$ cat config.mk
export PLATFORM = sky130hd
export DESIGN_NAME = branchUnit
export DESIGN_NICKNAME = d
export VERILOG_FILES = /design/src/verilog/predictorPkg.sv /design/src/verilog/mipsIsaPkg.sv /design/src/verilog/branchUnit.sv /design/src/verilog/branchExecute.sv /design/src/verilog/branchPredictor.sv /design/src/verilog/branchDecode.sv
export SDC_FILE = /design/constraint.sdc
export NUM_CORES = 1
export LEC_CHECK = 0
export BUFFER_PORTS_ARGS = -buffer_cell sky130_fd_sc_hd__buf_2
export CORE_MARGIN = 2
export CORE_UTILIZATION = 60
export DETAILED_ROUTE_END_ITERATION = 10
export PLACE_DENSITY_LB_ADDON = 0.25
export SYNTH_ARGS = -nofsm -noshare
export SYNTH_HDL_FRONTEND = slang
export SYNTH_SLANG_ARGS = --single-unit
$ cat constraint.sdc
create_clock -name clk -period 4.89 [get_ports clk]
set_input_delay 0.7335 -clock clk [delete_from_list [all_inputs] [get_ports clk]]
set_output_delay 0.7335 -clock clk [all_outputs]
set_load 0.02 [all_outputs]
$ cat src/verilog/predictorPkg.sv
package predictorPkg;

    // 2-bit saturating counter, gray ordered
    // so a taken prediction is simply the upper bit
    typedef enum logic [1:0] {
        strongNotTaken = 2'b00,
        weakNotTaken   = 2'b01,
        weakTaken      = 2'b11,
        strongTaken    = 2'b10
    } counterT;

    // BHT index starts above the word offset of the PC
    localparam int pcIndexLsb = 2;

    function automatic logic predictsTaken(counterT state);
        return state[1];
    endfunction

endpackage

$ cat src/verilog/mipsIsaPkg.sv
package mipsIsaPkg;

    // data path and instruction words
    typedef logic [31:0] wordT;
    typedef logic [31:0] instrT;

    // instruction fields
    typedef logic [5:0]  opcodeT;
    typedef logic [4:0]  regFieldT;
    typedef logic [15:0] immT;

    // primary opcodes of the conditional branches
    localparam opcodeT opRegimm = 6'b000001; // rt field selects the branch
    localparam opcodeT opBeq    = 6'b000100;
    localparam opcodeT opBne    = 6'b000101;
    localparam opcodeT opBlez   = 6'b000110;
    localparam opcodeT opBgtz   = 6'b000111;

    // rt codes under REGIMM
    localparam regFieldT rtBltz = 5'b00000;
    localparam regFieldT rtBgez = 5'b00001;

    // branch kind as seen by decode and execute
    typedef enum logic [2:0] {
        kindNone = 3'd0,
        kindBeq  = 3'd1,
        kindBne  = 3'd2,
        kindBlez = 3'd3,
        kindBgtz = 3'd4,
        kindBltz = 3'd5,
        kindBgez = 3'd6
    } branchKindT;

endpackage
$ cat src/verilog/branchUnit.sv
`timescale 1ns/100ps

module branchUnit
    import mipsIsaPkg::*;
#(
    parameter int phtDepth = 6,
    parameter int bhtDepth = 5
) (
    input  logic clk,
    input  logic rst,
    input  instrT instrD,
    input  wordT pcD,
    input  wordT pcPlus4D,
    input  logic validD,
    input  wordT srcAE,
    input  wordT srcBE,
    output logic branchD,
    output logic predTakeD,
    output wordT targetD,
    output logic branchE,
    output logic actualTakeE,
    output logic mispredictE,
    output wordT redirectPcE
);

    branchKindT kind;
    wordT       trainPc;

    branchDecode u_decode (
        .instrD   (instrD),
        .pcPlus4D (pcPlus4D),
        .isBranch (branchD),
        .kind     (kind),
        .target   (targetD)
    );

    branchPredictor #(
        .phtDepth (phtDepth),
        .bhtDepth (bhtDepth)
    ) u_predictor (
        .clk        (clk),
        .rst        (rst),
        .validD     (validD),
        .isBranch   (branchD),
        .pcD        (pcD),
        .predTake   (predTakeD),
        .trainE     (branchE),     // every branch in execute trains
        .trainPc    (trainPc),
        .actualTake (actualTakeE)
    );

    branchExecute u_execute (
        .clk         (clk),
        .rst         (rst),
        .validD      (validD),
        .isBranchD   (branchD),
        .kindD       (kind),
        .targetD     (targetD),
        .pcD         (pcD),
        .pcPlus4D    (pcPlus4D),
        .predTakeD   (predTakeD),
        .srcAE       (srcAE),
        .srcBE       (srcBE),
        .branchE     (branchE),
        .actualTakeE (actualTakeE),
        .mispredictE (mispredictE),
        .redirectPcE (redirectPcE),
        .trainPc     (trainPc)
    );

endmodule

$ cat src/verilog/branchExecute.sv
`timescale 1ns/100ps

module branchExecute
    import mipsIsaPkg::*;
(
    input  logic       clk,
    input  logic       rst,
    input  logic       validD,
    input  logic       isBranchD,
    input  branchKindT kindD,
    input  wordT       targetD,
    input  wordT       pcD,
    input  wordT       pcPlus4D,
    input  logic       predTakeD,
    input  wordT       srcAE,
    input  wordT       srcBE,
    output logic       branchE,
    output logic       actualTakeE,
    output logic       mispredictE,
    output wordT       redirectPcE,
    output wordT       trainPc
);

    // decode to execute register
    logic       branchR;
    logic       predTakeR;
    branchKindT kindR;
    wordT       targetR;
    wordT       pcR;
    wordT       pcPlus4R;

    logic       condTake;
    logic       aNeg;
    logic       aZero;

    always_ff @(posedge clk) begin
        if (rst) begin
            branchR <= 1'b0;
        end else begin
            // squashed by a mispredict or a stalled decode
            branchR <= validD & isBranchD & ~mispredictE;
        end
    end

    always_ff @(posedge clk) begin
        predTakeR <= predTakeD;
        kindR     <= kindD;
        targetR   <= targetD;
        pcR       <= pcD;
        pcPlus4R  <= pcPlus4D;
    end

    assign aNeg  = srcAE[31]; // sign bit
    assign aZero = (srcAE == '0);

    always_comb begin
        case (kindR)
            kindBeq:  condTake = (srcAE == srcBE);
            kindBne:  condTake = (srcAE != srcBE);
            kindBlez: condTake = aNeg | aZero;
            kindBgtz: condTake = ~aNeg & ~aZero;
            kindBltz: condTake = aNeg;
            kindBgez: condTake = ~aNeg;
            default:  condTake = 1'b0;
        endcase
    end

    assign branchE     = branchR; // also the training strobe
    assign actualTakeE = branchR & condTake;
    assign mispredictE = branchR & (actualTakeE != predTakeR);

    // only meaningful while mispredictE is high
    assign redirectPcE = actualTakeE ? targetR : pcPlus4R;
    assign trainPc     = pcR;

endmodule

$ cat src/verilog/branchPredictor.sv
`timescale 1ns/100ps

module branchPredictor
    import mipsIsaPkg::*;
    import predictorPkg::*;
#(
    parameter int phtDepth = 6,
    parameter int bhtDepth = 5
) (
    input  logic clk,
    input  logic rst,
    input  logic validD,
    input  logic isBranch,
    input  wordT pcD,
    output logic predTake,
    input  logic trainE,
    input  wordT trainPc,
    input  logic actualTake
);

    typedef logic [phtDepth-1:0] historyT;
    typedef logic [bhtDepth-1:0] bhtIndexT;

    localparam int bhtEntries = 2 ** bhtDepth;
    localparam int phtEntries = 2 ** phtDepth;

    historyT  bht [bhtEntries];
    counterT  pht [phtEntries];

    bhtIndexT readIdx;
    historyT  readHist;
    bhtIndexT trainIdx;
    historyT  trainHist;
    counterT  trainState;
    counterT  nextState;

    // read port, sees the tables as they were before this edge
    assign readIdx  = pcD[pcIndexLsb +: bhtDepth];
    assign readHist = bht[readIdx];
    assign predTake = validD & isBranch & predictsTaken(pht[readHist]);

    // write port, counter picked by the history before the shift
    assign trainIdx   = trainPc[pcIndexLsb +: bhtDepth];
    assign trainHist  = bht[trainIdx];
    assign trainState = pht[trainHist];

    always_comb begin
        case (trainState)
            strongNotTaken: nextState = actualTake ? weakNotTaken : strongNotTaken;
            weakNotTaken:   nextState = actualTake ? weakTaken    : strongNotTaken;
            weakTaken:      nextState = actualTake ? strongTaken  : weakNotTaken;
            strongTaken:    nextState = actualTake ? strongTaken  : weakTaken;
            default:        nextState = strongNotTaken;
        endcase
    end

    always_ff @(posedge clk) begin
        if (rst) begin
            for (int i = 0; i < bhtEntries; i++) begin
                bht[i] <= '0;
            end
        end else if (trainE) begin
            bht[trainIdx] <= (trainHist << 1) | historyT'(actualTake); // newest outcome in bit 0
        end
    end

    always_ff @(posedge clk) begin
        if (rst) begin
            for (int i = 0; i < phtEntries; i++) begin
                pht[i] <= strongNotTaken;
            end
        end else if (trainE) begin
            pht[trainHist] <= nextState;
        end
    end

endmodule

$ cat src/verilog/branchDecode.sv
`timescale 1ns/100ps

module branchDecode
    import mipsIsaPkg::*;
(
    input  instrT      instrD,
    input  wordT       pcPlus4D,
    output logic       isBranch,
    output branchKindT kind,
    output wordT       target
);

    opcodeT   opcode;
    regFieldT rt;
    immT      offset;
    wordT     offsetExt;

    assign opcode = instrD[31:26];
    assign rt     = instrD[20:16];
    assign offset = instrD[15:0];

    // word offset, sign extended
    assign offsetExt = {{14{offset[15]}}, offset, 2'b00};

    always_comb begin
        kind = kindNone;
        case (opcode)
            opBeq:  kind = kindBeq;
            opBne:  kind = kindBne;
            opBlez: kind = kindBlez;
            opBgtz: kind = kindBgtz;
            opRegimm: begin
                case (rt)
                    rtBltz:  kind = kindBltz;
                    rtBgez:  kind = kindBgez;
                    default: kind = kindNone; // link and trap forms not handled
                endcase
            end
            default: kind = kindNone;
        endcase
    end

    assign isBranch = (kind != kindNone);

    // relative to the delay slot address
    assign target = pcPlus4D + offsetExt;

endmodule

* Word-level counts from Yosys, hierarchy flattened
Memory sizes are Yosys's and may differ from the RTL's. A register that Yosys moved wholly into a read port is not among the register bits.
Index checks and enable logic that the tools add are counted.
** Storage, ports and cells
- Memory bits (writable) :: 320
- Input bits :: 163
- Register bits after elaboration :: 76
- Logic and storage cells :: 64
- Output and inout bits :: 69
- Memories :: 2
** Memory list
- u_predictor.bht :: words 32, width 6, rd ports 2, clocked after memory_dff 1, write ports 32, line branchPredictor.sv:27 : historyT bht [bhtEntries];
- u_predictor.pht :: words 64, width 2, rd ports 2, clocked after memory_dff 0, write ports 64, line branchPredictor.sv:28 : counterT pht [phtEntries];
** Operators by class
- Multiplexer cells :: 20
- Reduce and logical (&&, ||, !) cells :: 6
- Bitwise gates (word level) :: 11
- Eq/ne operators :: 18
- Add/subtract/negate cells :: 1
** Operator list (number)
- $add 32x32->32 :: 1
- $eq 32x32->1 :: 1
- $logic_not 32->1 :: 1
- $mux 32 :: 1
- $ne 32x32->1 :: 1
- $eq 6x3->1 const B :: 4
- $pmux 3 s5 :: 1
- $mux 6 :: 2
- $eq 3x3->1 const B :: 3
- $mux 1 :: 9
- $pmux 2 s4 :: 1
- $and 1x1->1 :: 6
- $eq 3x2->1 const B :: 2
- $eq 6x1->1 const B :: 1
- $mux 2 :: 3
- $or 6x1->6 :: 1
- $pmux 1 s6 :: 1
- $pmux 3 s2 :: 1
- $reduce_or 6->1 :: 1
- $eq 5x1->1 const B :: 1
- $logic_not 5->1 :: 1
- $mux 5 :: 1
- $eq 2x2->1 const B :: 2
- $eq 3x1->1 const B :: 1
- other kinds (7) :: 9

* Depth between registers and ports, before layout
- Depth after elaboration :: 9
- Gate-level depth with buffers :: 19

* Hierarchy
A second synthesis with hierarchy kept.
** Unflattened totals
- Cell total of the unflattened synthesis :: 1963
- Area total of the unflattened synthesis :: 22253.8 um^2
** Modules (own cells, without submodules)
- branchPredictor :: cells an instance 1511, instances 1, seq. area each 9609.2 um^2, area each 17528.1 um^2
- branchExecute :: cells an instance 206, instances 1, seq. area each 2021.9 um^2, area each 2944.1 um^2
- branchDecode :: cells an instance 246, instances 1, seq. area each 0.0 um^2, area each 1781.7 um^2

* Least setup slack after synthesis
Ideal clock, no wire load.
- Kind :: input-to-output
- Start point :: input pcD[2]
- End point :: output predTakeD
- Buffers on the path :: 3
- Cell stages on the path :: 9
- Arrival time :: 3.726 ns
- Setup slack :: 0.430 ns
- Path through :: buf_2 -> buf_2 -> buf_1 -> mux4_2 -> mux4_2 -> mux2_2 -> mux2_2 -> a21oi_1 -> nor2_1
** On the way
- Longest elaborated chain between the ends :: 3
** RTL lines
- start, declared :: line branchUnit.sv:12 : input wordT pcD,
- $mem_v2 32x6
- $mem_v2 64x2
- $and 1x1->1 :: line branchPredictor.sv:40 : assign predTake = validD & isBranch & predictsTaken(pht[readHist]);
- end, declared :: line branchUnit.sv:18 : output logic predTakeD,
No other way between the ends.

* Final worst setup path
Same ends and word-level chain as after synthesis.

==> metrics.cfg <==
[routing]
drt-vias-per-instance = 6.40
finalWirelength_um = 60300
vias = 16400
drt_iter0_drc = 1828
drtAntennaViolNets = 0
drc = 0
first_pass_iters = 6
wl_per_cell_um = 23.6

[timing]
layout_worst_path_cycle_share_pct = 98.6
timing_worst_slew_pin_value_ns = 1.22
slew_headroom_pct = 18.3
slew_violations = 0
fmaxAchievable_mhz = 207
finalSetupViolCount = 0
finClkSkew_ns = 0.0244
hold_violation_total_from_the_final_report = 0
setup_total_negative_slack_ns = 0
fin_hold_ws_ns = 0.287
post-route-min-period_ns = 4.82

[cts]
cts_root_buffer = sky130_fd_sc_hd__clkbuf_16
post_cts.repair.setup_buffers = 0
worst_setup_hold_path_clk_slew_ns = 0.06
cts_sinks = 392
numCtsBuffers = 40
tritoncts = done
clock_tree.buffer_depth = 3
clock_latency_ns = 0.56
htree_levels = 2

[synth]
synth_top_area_share_pct = 44.9
syn_area_um2 = 21400
synth_top_cells_by_area = sky130_fd_sc_hd__edfxtp_1 45%, sky130_fd_sc_hd__mux4_2 8.1%, sky130_fd_sc_hd__dfxtp_1 6.7%
synth_async_sr_flop_share_pct = 0
synth_warnings = 0
synth_seq_area_share_pct = 51.6
synth_top_flop_cell = sky130_fd_sc_hd__edfxtp_1
number_of_nets_produced_by_synthesis = 2043
synth-seq-cells = 392
synth.lib_cells_used.distinct = 86
synth.avg_cell_area_um2 = 11.6
synth_edf_count = 320
netlist.top_cell.by_area = sky130_fd_sc_hd__edfxtp_1
synthesis.instances = 1850

[grt]
grt_max_degree = 98
number_of_antenna_violations_at_the_first_check_in_global_routing = 4
grt_first_pass_wirelength_um = 90300
first_global_vias = 16100
gr-total-overflow = 0
groute.usage.overall_pct = 32.3

[floorplanning]
fp.dieH_um = 193
coreArea_um2 = 35400
num_io_pins = 232
die_boundary_width_um = 193
num_rows = 69
dieArea_um2 = 37200
start_util_pct = 60.5

[worst_setup_path]
critPathRequiredTime_ns = 4.16
worstPathCellList = buf_4, buf_4, mux4_2, mux4_2, mux2_2, nor2_1, buf_4, a22oi_1, a21oi_1, a21oi_1, mux2i_1, nor2_1, a21oi_2, nor2_1, buf_2
worst-path-buf-inv = 4
maximum_fanout_along_the_worst_path = 9
ff2ff_setup_slack_ns = 0.18
setup.worst_path.end_class = output port
worst_path_max_delay_cell = sky130_fd_sc_hd__mux4_2
worst_path_max_stage_delay_ns = 0.56
arrival_ns = 4.09
worstSetupStartpointType = input pin
timing_worst_setup_path_type = input pin to output port
worst_path_dominant_cell_family = multiplexers

[pwr]
max_vdd_drop_uv = 328
power_density_nw_per_um2 = 359
power.static_leakage_nw = 9.64

[final_layout]
post_route_cells_drive_above_1_share_pct = 25.6
finish.net_count = 2257
post_route_insts_no_fill = 2560
flow.area_growth_from_synthesis_pct = 14.4

[outcome]
result_of_the_run = complete, no violations

[placement]
buffer_ports.inserted = 199
dp.final_hpwl_um = 43400
dp.cells = 2482
place_congestion = 0.983

[worst_hold_path]
hp-class = input pin to flip-flop

[job]
maximum_capacitance_violations = 0

-- repair_timing --
item | 4_1_cts | 5_1_grt
hold buffers | 0 | 0
resized for setup | 0 | 4
endpoints found under the setup margin | 0 | 40
-- per-stage QoR --
step | worst slack [ns] | power, mW | area (um^2) | util (%)
floorplan | 0.430 | 5.09 | 21400 | -
global placement | 0.115 | 5.67 | 23100 | 65.3
detailed placement | 0.0899 | 5.70 | 23100 | 65.3
CTS | 0.0788 | 8.75 | 24500 | 69.1
global route | -0.00435 | 9.02 | 24500 | 69.2
finish | 0.0683 | 8.79 | 24500 | 69.2
-- cell families after synthesis --
family	share of synthesized area, %
buffers and inverters	4.00
multiplexers	15.9
AND/OR/NAND/NOR	16.9
AO/OA/AOI/OAI	7.25
flip-flops	51.6
adder cells (fa/ha/maj)	1.79
XOR/XNOR	2.53
-- cell type report --
class | instances | area [um^2]
Sequential cell | 392 | 11100
Fill cell | 2492 | 10900
Multi-Input combinational cell | 1319 | 9560
Antenna cell | 3 | 7.51
Clock buffer | 53 | 1090
Clock inverter | 21 | 243
Tap cell | 461 | 577
Inverter | 19 | 71.3
Timing Repair Buffer | 292 | 1880
-- cell usage in the layout, fill, tap and decap left out, types with 5 or more instances in the layout --
master	n
sky130_fd_sc_hd__and3_1	11
sky130_fd_sc_hd__nor2_1	341
sky130_fd_sc_hd__nor4_1	19
sky130_fd_sc_hd__o221ai_1	5
sky130_fd_sc_hd__nand2_1	171
sky130_fd_sc_hd__nor3_1	28
sky130_fd_sc_hd__edfxtp_1	320
sky130_fd_sc_hd__nor2b_1	8
sky130_fd_sc_hd__xor2_1	39
sky130_fd_sc_hd__o21ai_0	26
sky130_fd_sc_hd__nor2_2	17
sky130_fd_sc_hd__buf_2	198
sky130_fd_sc_hd__mux4_2	77
sky130_fd_sc_hd__nand3_1	25
sky130_fd_sc_hd__o22ai_1	22
sky130_fd_sc_hd__inv_1	19
sky130_fd_sc_hd__clkinv_1	5
sky130_fd_sc_hd__buf_4	79
sky130_fd_sc_hd__o21bai_1	15
sky130_fd_sc_hd__clkbuf_1	8
sky130_fd_sc_hd__mux2i_1	112
sky130_fd_sc_hd__a22oi_1	32
sky130_fd_sc_hd__nand2b_1	95
sky130_fd_sc_hd__nand4_1	11
sky130_fd_sc_hd__xnor2_1	21
sky130_fd_sc_hd__nor3_2	11
sky130_fd_sc_hd__o211ai_1	5
sky130_fd_sc_hd__ha_1	29
sky130_fd_sc_hd__clkbuf_16	40
sky130_fd_sc_hd__a211oi_1	10
sky130_fd_sc_hd__a21o_1	8
sky130_fd_sc_hd__mux2_2	47
sky130_fd_sc_hd__a21oi_1	35
sky130_fd_sc_hd__buf_12	15
sky130_fd_sc_hd__a32oi_1	5
sky130_fd_sc_hd__dfxtp_1	70
-- power breakdown --
part / leakage (nW) / switching [mW] / internal [mW]
logic: 5.08 / 1.16 / 0.687
clock network: 0.641 / 1.31 / 1.80
registers: 3.92 / 0.0835 / 3.76
-- state kept, by name (all words and copies together), names as in the netlist --
register             flops
u_execute.pcPlus4R      30
u_execute.trainPc        5
u_predictor.bht        192
u_execute.kindR          3
u_predictor.pht        128
u_execute.predTakeR      1
u_execute.targetR       32
u_execute.branchE        1
-- cell usage after synthesis, drive strengths merged, types with 4 or more instances --
| cell type | count |
|---|---|
| a211o | 5 |
| a211oi | 11 |
| a21o | 8 |
| a21oi | 36 |
| a22oi | 32 |
| a32o | 4 |
| a32oi | 5 |
| and2 | 4 |
| and3 | 11 |
| and4bb | 4 |
| buf | 86 |
| clkbuf | 35 |
| dfxtp | 72 |
| edfxtp | 320 |
| ha | 29 |
| inv | 19 |
| mux2 | 48 |
| mux2i | 113 |
| mux4 | 77 |
| nand2 | 173 |
| nand2b | 95 |
| nand3 | 25 |
| nand3b | 4 |
| nand4 | 11 |
| nor2 | 358 |
| nor2b | 8 |
| nor3 | 39 |
| nor3b | 5 |
| nor4 | 22 |
| o211ai | 5 |
| o21a | 4 |
| o21ai | 26 |
| o21bai | 15 |
| o221ai | 5 |
| o22ai | 22 |
| xnor2 | 22 |
| xor2 | 39 |
-- worst paths after layout --
path,startpoint,end,cells past startpoint
setup / recovery,pcD[2],predTakeD,15
hold / removal,pcPlus4D[1],u_execute.targetR[1]$_DFF_P_,1
setup reg to reg,u_execute.trainPc[3]$_DFF_P_,u_predictor.pht[16][1]$_SDFFCE_PN0P_,14
hold reg to reg,u_execute.branchE$_SDFF_PP0_,u_execute.branchE$_SDFF_PP0_,2
-- worst reg2reg max path, stage by stage (launching register included) --
cell,delay [ns]
sky130_fd_sc_hd__dfxtp_4,0.64
sky130_fd_sc_hd__buf_4,0.35
sky130_fd_sc_hd__mux2i_1,0.43
sky130_fd_sc_hd__o221a_2,0.25
sky130_fd_sc_hd__o2111a_1,0.41
sky130_fd_sc_hd__nand2_2,0.34
sky130_fd_sc_hd__nand2_1,0.26
sky130_fd_sc_hd__buf_4,0.19
sky130_fd_sc_hd__nor3_1,0.06
sky130_fd_sc_hd__o31a_1,0.30
sky130_fd_sc_hd__nor4_2,0.30
sky130_fd_sc_hd__nand3_1,0.25
sky130_fd_sc_hd__mux2_2,0.42
sky130_fd_sc_hd__buf_12,0.18
sky130_fd_sc_hd__nor3_1,0.14
-- metal layers --
layer / routed length [um] / global-route usage, %
met5: 0 / 0
met4: 2610 / 12.7
met3: 7020 / 7.40
met2: 28200 / 52.0
met1: 22500 / 42.9
Power figures use the tool's default switching activity.
